File: src/include/bus_consts.svh
`ifndef BUS_CONSTS_SVH
`define BUS_CONSTS_SVH

// Region bounds with map low
`define RAM_LO       32'h0000_0000
`define RAM_HI       32'h0000_3fff
`define SSRAM_LO     32'h0000_4000
`define SSRAM_HI     32'h007f_ffff
`define LED_LO       32'h0080_0000
`define LED_HI       32'h0080_07ff
`define IO_LO        32'h0080_0800
`define IO_HI        32'h0080_0fff
`define FLASH_LO     32'h0800_0000
`define FLASH_HI     32'h0fff_ffff
`define SDRAM_LO     32'h1000_0000
`define SDRAM_HI     32'h17ff_ffff
`define ROM_LO       32'hffff_0000
`define ROM_HI       32'hffff_ffbf
`define VEC_LO       32'hffff_ffc0
`define VEC_HI       32'hffff_ffff

// Map high moves RAM up and lets SSRAM start at zero
`define SSRAM_MAP_LO 32'h0000_0000
`define RAM_MAP_LO   32'hffff_8000
`define RAM_MAP_HI   32'hffff_bfff

// Chip-select codes
`define CS_NONE      4'd0
`define CS_VEC       4'd1
`define CS_ROM       4'd2
`define CS_RAM       4'd3
`define CS_IO        4'd4
`define CS_LED       4'd5
`define CS_SSRAM     4'd6
`define CS_SDRAM     4'd7
`define CS_FLASH     4'd8

`define RAM_DEPTH    4096
`define ROM_DEPTH    16384
`define VEC_COUNT    16
`define IO_WORDS     512
`define IO_ID        32'h1b0c_0001

`endif

File: src/verilog/bus_pkg.sv
package bus_pkg;

  typedef logic [31:0] addr_t; // Byte address
  typedef logic [31:0] data_t;
  typedef logic [3:0]  cs_t;   // Zero when nothing is mapped

  typedef enum logic [1:0] {
    cyc_idle  = 2'b00,
    cyc_start = 2'b01, // Address latch
    cyc_pre   = 2'b10, // Write lands, read data valid
    cyc_post  = 2'b11  // Data visible to the master
  } cycle_state_t;

  // Request as driven by the processor
  typedef struct packed {
    logic  read;
    logic  write;
    addr_t addr;
    data_t wdata;
  } bus_req_t;

  // Broadcast from the sequencer to every slave
  typedef struct packed {
    logic start;
    logic commit;
    cs_t  cs;
  } bus_ctl_t;

endpackage

File: src/verilog/mmu.sv
`timescale 1ns/1ps
`include "bus_consts.svh"

module mmu (
  input  logic             clock,
  input  logic             reset_n,
  input  bus_pkg::bus_req_t req,
  input  logic             map,
  output bus_pkg::bus_ctl_t ctl,
  output logic             buswait,
  output bus_pkg::cs_t     chipselect
);

  bus_pkg::cycle_state_t state_q;
  bus_pkg::cycle_state_t state_d;
  bus_pkg::cs_t          cs;
  logic                  req_active;

  function automatic logic in_range(input bus_pkg::addr_t a, input bus_pkg::addr_t lo,
                                    input bus_pkg::addr_t hi);
    return (a >= lo) && (a <= hi);
  endfunction

  // First matching region wins, so RAM at ffff8000 shadows ROM when map is set
  function automatic bus_pkg::cs_t decode(input bus_pkg::addr_t a, input logic m);
    bus_pkg::cs_t c;
    if (!m && in_range(a, `RAM_LO, `RAM_HI)) begin
      c = `CS_RAM;
    end else if (in_range(a, m ? `SSRAM_MAP_LO : `SSRAM_LO, `SSRAM_HI)) begin
      c = `CS_SSRAM;
    end else if (in_range(a, `LED_LO, `LED_HI)) begin
      c = `CS_LED;
    end else if (in_range(a, `IO_LO, `IO_HI)) begin
      c = `CS_IO;
    end else if (in_range(a, `FLASH_LO, `FLASH_HI)) begin
      c = `CS_FLASH;
    end else if (in_range(a, `SDRAM_LO, `SDRAM_HI)) begin
      c = `CS_SDRAM;
    end else if (m && in_range(a, `RAM_MAP_LO, `RAM_MAP_HI)) begin
      c = `CS_RAM;
    end else if (in_range(a, `ROM_LO, `ROM_HI)) begin
      c = `CS_ROM;
    end else if (in_range(a, `VEC_LO, `VEC_HI)) begin
      c = `CS_VEC;
    end else begin
      c = `CS_NONE;
    end
    return c;
  endfunction

  assign req_active = req.read | req.write;
  assign cs         = decode(req.addr, map);

  assign chipselect = req_active ? cs : `CS_NONE;
  assign buswait    = (state_q != bus_pkg::cyc_post);

  assign ctl.start  = (state_q == bus_pkg::cyc_start);
  assign ctl.commit = (state_q == bus_pkg::cyc_pre);
  assign ctl.cs     = cs;

  always_ff @(posedge clock or negedge reset_n) begin
    if (!reset_n) begin
      state_q <= bus_pkg::cyc_idle;
    end else begin
      state_q <= state_d;
    end
  end

  always_comb begin
    state_d = state_q;
    case (state_q)
      bus_pkg::cyc_idle: begin
        if (req_active) begin
          state_d = bus_pkg::cyc_start;
        end
      end
      bus_pkg::cyc_start: begin
        // Request withdrawn before commit means no access at all
        state_d = req_active ? bus_pkg::cyc_pre : bus_pkg::cyc_idle;
      end
      bus_pkg::cyc_pre: begin
        state_d = bus_pkg::cyc_post;
      end
      bus_pkg::cyc_post: begin
        if (!req_active) begin // Master has taken the data
          state_d = bus_pkg::cyc_idle;
        end
      end
      default: begin
        state_d = bus_pkg::cyc_idle;
      end
    endcase
  end

endmodule

File: config.mk
export PLATFORM = sky130hd
export DESIGN_NAME = mmu
export DESIGN_NICKNAME = d
export VERILOG_FILES = /design/src/verilog/bus_pkg.sv /design/src/verilog/mmu.sv
export VERILOG_INCLUDE_DIRS = /design/src /design/src/include
export SDC_FILE = /design/constraint.sdc
export NUM_CORES = 1
export LEC_CHECK = 0
export ABC_CLOCK_PERIOD_IN_PS = 1200
export BUFFER_PORTS_ARGS = -buffer_cell sky130_fd_sc_hd__buf_4
export CORE_ASPECT_RATIO = 1.1
export CORE_MARGIN = 4
export CORE_UTILIZATION = 25
export DETAILED_ROUTE_END_ITERATION = 7
export MAX_ROUTING_LAYER = met4
export PLACE_DENSITY = 0.79
export SYNTH_ARGS = -nofsm -noshare
export SYNTH_HDL_FRONTEND = slang
export SYNTH_SLANG_ARGS = --single-unit
File: constraint.sdc
create_clock -name clock -period 1.2 [get_ports clock]
set_input_delay 0.06 -clock clock [delete_from_list [all_inputs] [get_ports clock]]
set_output_delay 0.06 -clock clock [all_outputs]
set_load 0.005 [all_outputs]
Yosys cells after proc, flatten, opt, wreduce, memory -nomap -nowiden
Cells that the tools add are included.
{"block": "totals", "regBits": 2, "input_bits": 69, "out_inout_bits": 11, "word_cells": 55}
{"block": "op_classes", "order_cmp": 18, "n_eq_ne": 6, "mux": 15, "n_bitwise": 1, "reduce_logical": 14}
{"cell": ">= comparator 32 bit (second input constant)", "n": 3}
{"cell": "less-or-equal comparator 32 bit (second input constant)", "n": 3}
{"cell": ">= comparator 32 x 24 -> 1 bit (second input constant)", "n": 2}
{"cell": "less-or-equal comparator 32 x 24 -> 1 bit (second input constant)", "n": 2}
{"cell": ">= comparator 32 x 1 -> 1 bit (second input constant)", "n": 1}
{"cell": ">= comparator 32 x 15 -> 1 bit", "n": 1}
{"cell": ">= comparator 32 x 28 -> 1 bit (second input constant)", "n": 1}
{"cell": ">= comparator 32 x 29 -> 1 bit (second input constant)", "n": 1}
{"cell": "less-or-equal comparator 32 x 14 -> 1 bit (second input constant)", "n": 1}
{"cell": "less-or-equal comparator 32 x 23 -> 1 bit (second input constant)", "n": 1}
{"cell": "less-or-equal comparator 32 x 28 -> 1 bit (second input constant)", "n": 1}
{"cell": "less-or-equal comparator 32 x 29 -> 1 bit (second input constant)", "n": 1}
{"cell": "two-way mux 4 bit", "n": 6}
{"cell": "two-way mux 15 bit", "n": 1}
{"cell": "logical AND 1 bit", "n": 11}
{"cell": "two-way mux 2 bit", "n": 5}
{"cell": "case mux 2 bit (4 select lines)", "n": 1}
{"cell": "inequality test 2 bit (second input constant)", "n": 3}
{"cell": "== test 2 bit (second input constant)", "n": 2}
{"cell": "two-way mux 3 bit", "n": 1}
{"cell": "== test 2 x 1 -> 1 bit (second input constant)", "n": 1}
{"cell": "logical NOT 2 bit", "n": 1}
{"cell": "AND reduction 2 bit", "n": 1}
{"cell": "logical NOT 1 bit", "n": 1}
{"cell": "other kinds (2)", "n": 2}

Depth between registers and ports, before layout
Gate-level depths: netlist of the first run.
{"block": "depth", "depth_word": 12, "ltp_mapped": 6, "depth_no_buf": 6}

Worst setup path before layout of the first run
Ideal clock, no wire load.
{"block": "synth_path", "path_type": "input-to-output", "start": "input req[46] (netlist bit)", "end": "output chipselect[1]", "t_arrival_ns": 1.018, "path_slack_ns": 0.122, "path_stages": 6, "path_buffers": 0, "path_cell_list": "inv_1 ha_1 nor3b_1 and4_1 o31ai_1 a21oi_1"}
{"block": "synth_via", "elab_chain_cells": 11, "elab_cells_between_ends": 35}
{"item": "start: declaration", "line_no": "mmu.sv:7", "text": "input bus_pkg::bus_req_t req,"}
{"item": ">= comparator 32 bit or less-or-equal comparator 32 bit (tied branches)", "line_no": "mmu.sv:21", "text": "return (a >= lo) && (a <= hi);"}
{"item": "logical AND 1 bit", "line_no": "mmu.sv:21"}
{"item": "two-way mux 2 bit or logical AND 1 bit (tied branches)", "line_no": "mmu.sv:41, mmu.sv:39"}
{"item": "two-way mux 2 bit", "line_no": "mmu.sv:39", "text": "end else if (m && in_range(a, `RAM_MAP_LO, `RAM_MAP_HI)) begin"}
{"item": "two-way mux 3 bit", "line_no": "mmu.sv:37", "text": "end else if (in_range(a, `SDRAM_LO, `SDRAM_HI)) begin"}
{"item": "two-way mux 4 bit", "line_no": "mmu.sv:35", "text": "end else if (in_range(a, `FLASH_LO, `FLASH_HI)) begin"}
{"item": "two-way mux 4 bit", "line_no": "mmu.sv:33", "text": "end else if (in_range(a, `IO_LO, `IO_HI)) begin"}
{"item": "two-way mux 4 bit", "line_no": "mmu.sv:31", "text": "end else if (in_range(a, `LED_LO, `LED_HI)) begin"}
{"item": "two-way mux 4 bit", "line_no": "mmu.sv:29", "text": "end else if (in_range(a, m ? `SSRAM_MAP_LO : `SSRAM_LO, `SSRAM_HI)) begin"}
{"item": "two-way mux 4 bit (*)", "line_no": "mmu.sv:27", "text": "if (!m && in_range(a, `RAM_LO, `RAM_HI)) begin"}
{"item": "two-way mux 4 bit (no line) (*)"}
{"item": "end: declaration", "line_no": "mmu.sv:11", "text": "output bus_pkg::cs_t chipselect"}
Mark *: on every way between the ends. The rest lies on a longest branch, timed or not.

Worst setup path after layout of the first run
{"block": "layout_path", "start": "input req[58] (netlist bit)", "end": "output chipselect[2]"}
{"block": "layout_via", "elab_chain_cells": 9, "elab_cells_between_ends": 26}
{"item": ">= comparator 32 x 29 -> 1 bit or less-or-equal comparator 32 x 29 -> 1 bit (tied branches)", "line_no": "mmu.sv:21"}
{"item": "logical AND 1 bit", "line_no": "mmu.sv:21"}
{"item": "two-way mux 3 bit", "line_no": "mmu.sv:37"}
{"item": "two-way mux 4 bit", "line_no": "mmu.sv:35"}
{"item": "two-way mux 4 bit", "line_no": "mmu.sv:33"}
{"item": "two-way mux 4 bit", "line_no": "mmu.sv:31"}
{"item": "two-way mux 4 bit", "line_no": "mmu.sv:29"}
{"item": "two-way mux 4 bit (*)", "line_no": "mmu.sv:27"}
{"item": "two-way mux 4 bit (no line) (*)"}
Marks and branches as above.

==> results of run 1 <==
power by group through the flow:
stage          Combinational (mW)  Clock [mW]  Sequential, mW
6_report                    0.284       0.147          0.0917
2_1_floorplan              0.0583           0          0.0892
3_3_place_gp                0.217           0          0.0910
5_1_grt                     0.306       0.167          0.0935
4_1_cts                     0.264       0.145          0.0913
3_5_place_dp                0.222           0          0.0919
layout by cell type, fill, tap and decap left out:
master         synthesis  final
a211oi_2               1      1
a21oi_4                0      1
ha_4                   0      1
clkbuf_4               0      3
nand2_1                7      6
and2_1                 2      2
nand2_2                0      1
buf_8                  0      2
buf_4                  0     43
nor4b_4                0      1
or3_4                  0      1
inv_4                  0      2
or4_4                  0      1
nor4_1                 7      3
nor4_2                 2      1
nor3b_2                0      1
nor3_1                 1      1
o21ai_1                2      1
and4_1                 2      1
a21oi_1                4      4
nor2_1                 3      3
nor2_4                 0      1
o21ai_2                0      1
o31ai_4                0      1
and4_4                 0      1
nor2b_1                4      4
nand4_1                5      5
dlygate4sd3_1          0      1
buf_6                  0      7
nand3_2                0      1
nor4_4                 0      5
dfrtp_1                2      2
o21bai_1               1      1
a21oi_2                2      1
o22ai_2                0      2
and3b_2                0      1
nand2b_1               1      1
area by class of cell:
cell class | instances | area [um2] | area share, %
well taps | 17 | 21.3 | 2.00
repair buffers | 53 | 442 | 41.4
multi-input cells | 55 | 518 | 48.6
clock buffers | 3 | 22.5 | 2.11
inverters | 2 | 12.5 | 1.17
flip-flops and latches | 2 | 50.0 | 4.69
cell families after synthesis:
family,Yosys count,synth area share (%)
and+or+nand+nor,41,62.3
DFF,2,12.0
AOI/OAI and AO/OA,13,21.0
adders and majority gates,1,2.99
buffers and inverters,2,1.80
per-stage QoR:
| step | total power, mW | worst slack (ns) | setup TNS, ns | hold slack, ns |
|---|---|---|---|---|
| 6_report | 0.523 | -0.0793 | -0.183 | 0.162 |
| 5_1_grt | 0.566 | -0.155 | -0.510 | 0.180 |
| 4_1_cts | 0.501 | -0.0932 | -0.227 | 0.177 |
| 3_5_place_dp | 0.314 | -0.227 | -0.779 | -0.155 |
| 3_3_place_gp | 0.308 | -0.205 | -0.708 | -0.158 |
| 2_1_floorplan | 0.148 | 0.122 | 0 | -0.236 |
synthesized netlist by cell type, drive strengths merged:
| library cell | instances | area (um2) |
|---|---|---|
| nor3 | 1 | 5.00 |
| o31ai | 1 | 7.51 |
| and4 | 2 | 17.5 |
| nand3 | 1 | 5.00 |
| nor2 | 4 | 17.5 |
| a211oi | 1 | 12.5 |
| nor4 | 9 | 68.8 |
| nor2b | 4 | 25.0 |
| ha | 1 | 12.5 |
| inv | 2 | 7.51 |
| o22ai | 2 | 12.5 |
| or3 | 1 | 6.26 |
| a21oi | 6 | 37.5 |
| dfrtp | 2 | 50.1 |
| nor3b | 1 | 7.51 |
| nand2b | 1 | 6.26 |
| o21bai | 1 | 7.51 |
| or4 | 1 | 7.51 |
| nand4 | 5 | 31.3 |
| nand2 | 7 | 26.3 |
| and3b | 1 | 8.76 |
| and2 | 2 | 12.5 |
| nor4b | 1 | 15.0 |
| o21ai | 2 | 10.0 |
per-layer routing:
| metal | wire, um | up-vias |
|---|---|---|
| met5 | 0 | - |
| li1 | - | 349 |
| met1 | 679 | 339 |
| met4 | 14 | 0 |
| met3 | 101 | 2 |
| met2 | 1180 | 27 |
worst paths after layout:
path                                              end  cells after the start
hold / removal             asynchronous set/reset pin                      2
min in group clock                           register                      3
max in group asynchronous      state_q[0]$_DFFE_PN0P_                      2
setup / recovery                        chipselect[2]                      6
hold reg to reg                              register                      1
setup reg to reg               state_q[0]$_DFFE_PN0P_                      2
what timing repair did:
action                                  CTS  global route
hold buffers                              1             0
setup buffers                             0             1
gates resized for setup                  28            13
hold endpoints to repair                  2             0
pin swaps                                17             6
endpoints found under the setup margin    6             5
critical path, cell delays in order:
cell and delay [ns]:
buf_4 0.12, nor4_2 0.33, and4_1 0.29, a21oi_2 0.08, a211oi_2 0.20, buf_4 0.14
==> tab_implementation.tex, run 1 <==
\begin{tabular}{lr}
\hline
Metric & Value \\
\hline
\multicolumn{2}{l}{\textbf{Setup path}} \\
Critical Path Sink Type & primary output \\
Classification of the worst setup path & in2out \\
Req. time, crit path & 1.14 ns \\
Launching instance or port of the critical path & req[58] \\
Top fanout value on the critical path & 3 \\
Kind of start point of the critical path & input pin \\
Signal arrival time at the worst endpoint & 1.22 ns \\
Slack of the worst reg-to-reg path & 0.36 ns \\
\multicolumn{2}{l}{\textbf{STA}} \\
Headroom to the max-slew limit & 71.3\% \\
Unrepaired setup endpoints after global routing & yes \\
Post-route fraction of the period consumed by the critical path & 107\% \\
Post-route setup slack & -0.0793 ns \\
Time the worst path needs with I/O delays and setup & 1.28 ns \\
Final setup skew & 0.00430 ns \\
Worst-Margin Slew & 0.429 ns \\
Fmax & 782 MHz \\
Final Hold Fails & 0 \\
Count of final setup violators & 5 \\
Number of slew-limit violations in the final report & 0 \\
\multicolumn{2}{l}{\textbf{Synthesis}} \\
Synth Warn \# & 0 \\
Avg Inst Size Synth & 7.08 um2 \\
Number of storage elements in the synthesis netlist & 2 \\
Netlist cell types & 27 \\
Mapped Area & 418 um2 \\
Post-Syn Instances & 59 \\
Net count after synthesis & 129 \\
Sequential fraction of the synthesis area & 12.0\% \\
\multicolumn{2}{l}{\textbf{GRT}} \\
Most used routing layer & met2 \\
Congestion Overflow GR & 0 \\
Global router's overall resource usage & 17.1\% \\
Met3 layer usage reported by global route & 2.11\% \\
Met2 routing resource usage after global routing & 32.1\% \\
Met1 usage in global routing & 17.7\% \\
Vias in the first global route & 752 \\
Initial antenna violation count & 0 \\
Wire length of the first global-routing pass & 3020 um \\
Largest net degree at the start of global routing & 7 \\
\multicolumn{2}{l}{\textbf{Power}} \\
Share of power burned in the clock network & 28.1\% \\
Sequential Power Share & 17.5\% \\
VDD IR-drop max & 0.325 mV \\
Switching power as a share of total power & 31.7\% \\
Cell Int Power & 0.358 mW \\
Gate power share & 54.3\% \\
Power per Cell Area & 491 nW/um2 \\
Leakage power figure & 0.480 nW \\
Net Switching & 0.166 mW \\
\multicolumn{2}{l}{\textbf{CTS}} \\
Root buffer cell & clkbuf\_4 \\
Clock latency at the later pin of the worst-skew pair & 0.23 ns \\
TritonCTS sink count & 2 \\
TritonCTS clock tree & built \\
CTS buffer count & 3 \\
CTS HTree Levels & 1 \\
CTS clk-pin slew, worst paths & 0.03 ns \\
Largest buffer count on any clock path & 2 \\
\multicolumn{2}{l}{\textbf{Finish}} \\
Net count of the finished layout & 187 \\
Post-route non-filler standard cell count & 132 \\
Synth-to-Final Area Change & 155\% \\
Final-layout fill cell count & 138 \\
Diodes inserted & 0 \\
Fraction of layout cells with a size suffix above 1 & 69.6\% \\
Layout Utilization & 67.6\% \\
Post-route design area & 1070 um2 \\
\multicolumn{2}{l}{\textbf{Placed design}} \\
Port-buffer cells & 47 \\
Placer Congestion & 0.692 \\
Instance area after placement & 822 um2 \\
Total instance count after detailed placement & 127 \\
Detailed placement HPWL & 1500 um \\
\multicolumn{2}{l}{\textbf{Drt}} \\
Overall routed net length & 1980 um \\
Drt pass-1 iters & 2 \\
Via density & 5.43 \\
Antenna-violating nets left & 0 \\
Via count & 717 \\
Average routed wire per standard cell & 15.0 um \\
DRT iter0 DRCs & 9 \\
Post-detailed-route DRC marker count & 0 \\
\multicolumn{2}{l}{\textbf{Floorplanning}} \\
Overall die area & 2390 um2 \\
Number of rows in the core area & 15 \\
Overall die width & 47.0 um \\
DIE HEIGHT & 50.9 um \\
Placeable Area & 1580 um2 \\
Initial Util & 26.5\% \\
Boundary pin count & 80 \\
\multicolumn{2}{l}{\textbf{Run}} \\
Max-cap viol count & 0 \\
\multicolumn{2}{l}{\textbf{Worst hold path}} \\
Hold/Removal Path Class & in2async \\
\multicolumn{2}{l}{\textbf{Status}} \\
Run status & complete, but fails checks \\
Failing checks & setup timing \\
\hline
\end{tabular}
Note: power is estimated with default switching activity, not from simulation.
==> inputs of run 2 (changes only) <==
Settings changed: PLACE_DENSITY 0.79 to unset, PLACE_DENSITY_LB_ADDON set to 0.12.
==> run 2 against run 1 <==
Clock-buffer cell count stayed put. Critical path depth unchanged. Sequential power fell by 2%. Sequential share of layout area is 0.19 points higher. Non-clock buffer count is 1 higher. Power is 2.7% lower. Clock skew is 0.0011 ns lower. Setup slack lost 0.033 ns. Final cell count increased by 0.76%. Design area down 3.9%. First-iteration DRC count is 22% lower. The run still ends with setup timing left. Maximum frequency decreased by 2.5%.
==> tab_implementation.tex, run 2 (synthesis gave the netlist of run 1 again) <==
\begin{tabular}{lr}
\hline
Metric & Value \\
\hline
\multicolumn{2}{l}{\textbf{Setup path}} \\
Classification of the worst setup path & in2out (unchanged) \\
Signal arrival time at the worst endpoint & 1.25 ns (was 1.22 ns) \\
Critical Path Sink Type & primary output (unchanged) \\
Req. time, crit path & 1.14 ns (about the same) \\
Top fanout value on the critical path & 3 (unchanged) \\
Kind of start point of the critical path & input pin (unchanged) \\
\multicolumn{2}{l}{\textbf{CTS}} \\
CTS HTree Levels & 1 (unchanged) \\
Clock latency at the later pin of the worst-skew pair & 0.23 ns (about the same) \\
Root buffer cell & clkbuf\_4 (unchanged) \\
TritonCTS sink count & 2 (unchanged) \\
CTS buffer count & 3 (unchanged) \\
TritonCTS clock tree & built (unchanged) \\
Largest buffer count on any clock path & 2 (unchanged) \\
CTS clk-pin slew, worst paths & 0.03 ns (about the same) \\
\multicolumn{2}{l}{\textbf{STA}} \\
Time the worst path needs with I/O delays and setup & 1.31 ns (was 1.28 ns) \\
Worst-Margin Slew & 0.445 ns (was 0.429 ns) \\
Worst Hold Margin & 0.144 ns (was 0.162 ns) \\
Final Hold Fails & 0 (unchanged) \\
Fmax & 762 MHz (was 782 MHz) \\
Post-Route Setup TNS & -0.266 ns (was -0.183 ns) \\
Count of final setup violators & 5 (unchanged) \\
Headroom to the max-slew limit & 70.2\% (was 71.3\%) \\
Unrepaired setup endpoints after global routing & yes (unchanged) \\
Post-route setup slack & -0.112 ns (was -0.0793 ns) \\
Final setup skew & 0.00319 ns (was 0.00430 ns) \\
Number of slew-limit violations in the final report & 0 (unchanged) \\
Post-route fraction of the period consumed by the critical path & 109\% (was 107\%) \\
\multicolumn{2}{l}{\textbf{Finish}} \\
Area used by multi-input combinational logic & 493 um2 (was 518 um2) \\
Synth-to-Final Area Change & 145\% (was 155\%) \\
Diodes inserted & 0 (unchanged) \\
Seq. cell area & 50.0 um2 (unchanged) \\
Leading cell types in the layout, fill and taps excluded & 48 x buf\_4, 7 x nand2\_1, 5 x nor4\_4, 5 x nand4\_1 (was 43 x buf\_4, 7 x buf\_6, 6 x nand2\_1, 5 x nor4\_4, 5 x nand4\_1) \\
Final-layout fill cell count & 140 (was 138) \\
Fraction of layout cells with a size suffix above 1 & 68.1\% (was 69.6\%) \\
Net count of the finished layout & 188 (was 187) \\
Leading cell type in the layout, fill and taps excluded & buf\_4 (unchanged) \\
\multicolumn{2}{l}{\textbf{Status}} \\
Run status & complete, but fails checks (unchanged) \\
Failing checks & setup timing (unchanged) \\
\multicolumn{2}{l}{\textbf{Floorplanning}} \\
DIE HEIGHT & 50.9 um (unchanged) \\
Placeable Area & 1580 um2 (unchanged) \\
Number of rows in the core area & 15 (unchanged) \\
Overall die width & 47.0 um (unchanged) \\
Initial Util & 26.5\% (unchanged) \\
Overall die area & 2390 um2 (unchanged) \\
Boundary pin count & 80 (unchanged) \\
\multicolumn{2}{l}{\textbf{GRT}} \\
Largest net degree at the start of global routing & 7 (unchanged) \\
Vias in the first global route & 753 (was 752) \\
Wire length of the first global-routing pass & 3020 um (unchanged) \\
Global router's overall resource usage & 17.2\% (was 17.1\%) \\
Initial antenna violation count & 0 (unchanged) \\
Congestion Overflow GR & 0 (unchanged) \\
\multicolumn{2}{l}{\textbf{Power}} \\
Power per Cell Area & 497 nW/um2 (was 491 nW/um2) \\
Leakage power figure & 0.461 nW (was 0.480 nW) \\
VDD IR-drop max & 0.234 mV (was 0.325 mV) \\
Total power & 0.509 mW (was 0.523 mW) \\
\multicolumn{2}{l}{\textbf{Drt}} \\
Via count & 701 (was 717) \\
Post-detailed-route DRC marker count & 0 (unchanged) \\
Via density & 5.27 (was 5.43) \\
Overall routed net length & 1860 um (was 1980 um) \\
Antenna-violating nets left & 0 (unchanged) \\
DRT iter0 DRCs & 7 (was 9) \\
Average routed wire per standard cell & 14.0 um (was 15.0 um) \\
Drt pass-1 iters & 4 (was 2) \\
\multicolumn{2}{l}{\textbf{Worst hold path}} \\
Hold/Removal Path Class & in2async (unchanged) \\
\multicolumn{2}{l}{\textbf{Placed design}} \\
Detailed placement HPWL & 1450 um (was 1500 um) \\
Port-buffer cells & 47 (unchanged) \\
Placer Congestion & 0.700 (was 0.692) \\
\multicolumn{2}{l}{\textbf{Run}} \\
Max-cap viol count & 0 (unchanged) \\
\hline
\end{tabular}
run 2: critical path, stage by stage:
cell and delay (ns):
buf_4 0.13, nor4_4 0.34, and4_4 0.31, a21oi_4 0.07, a211oi_2 0.21, buf_4 0.13
run 2: cell type report:
class / instances / area share (%)
Clock buffer: 3 / 2.20
Sequential cell: 2 / 4.88
Timing Repair Buffer: 54 / 42.0
Tap cell: 17 / 2.08
Multi-Input combinational cell: 55 / 48.1
Inverter: 2 / 0.733
run 2: what timing repair did:
| item | CTS | global route |
|---|---|---|
| endpoints found under the setup margin | 5 | 6 |
| pin swaps | 11 | 5 |
| endpoints found under the hold margin | 2 | 0 |
| gates resized for setup | 18 | 14 |
| hold buffers | 1 | 0 |
| buffers inserted | 1 | 0 |
run 2: worst paths after layout:
path                                   startpoint                         end  slack, ns  depth (start not counted)
min                                       reset_n  asynchronous set/reset pin       0.14                          2
max reg2reg                              register      state_q[0]$_DFFE_PN0P_       0.38                          2
max                                       req[62]               chipselect[2]      -0.11                          6
max in group asynchronous                 reset_n      state_q[0]$_DFFE_PN0P_       0.96                          2
min in group clock                        req[65]      state_q[0]$_DFFE_PN0P_       0.20                          3
min reg2reg                state_q[0]$_DFFE_PN0P_                    register       0.50                          1
run 2: report_power, final:
group / leakage (nW) / internal (mW) / switching, mW
clock network: 0.0138 / 0.111 / 0.0415
logic: 0.426 / 0.160 / 0.107
registers: 0.0207 / 0.0794 / 0.0106
run 2: routing by layer:
metal,share of wire [%],up-vias,GRT usage (%)
met2,59,31,32.6
met1,32,313,16.9
met4,1.1,0,5.53
li1,-,354,-
met3,8.3,3,2.82
met5,0,-,-
run 2: stage by stage:
step / instance area, um2 / instances / util, % / setup slack (ns)
after floorplan: 418 / 59 / - / 0.122
after global placement: 830 / 128 / 52.6 / -0.203
after detailed placement: 830 / 128 / 52.6 / -0.200
after CTS: 953 / 133 / 60.5 / -0.100
after global routing: 1020 / 133 / 65.0 / -0.196
final: 1020 / 133 / 65.0 / -0.112
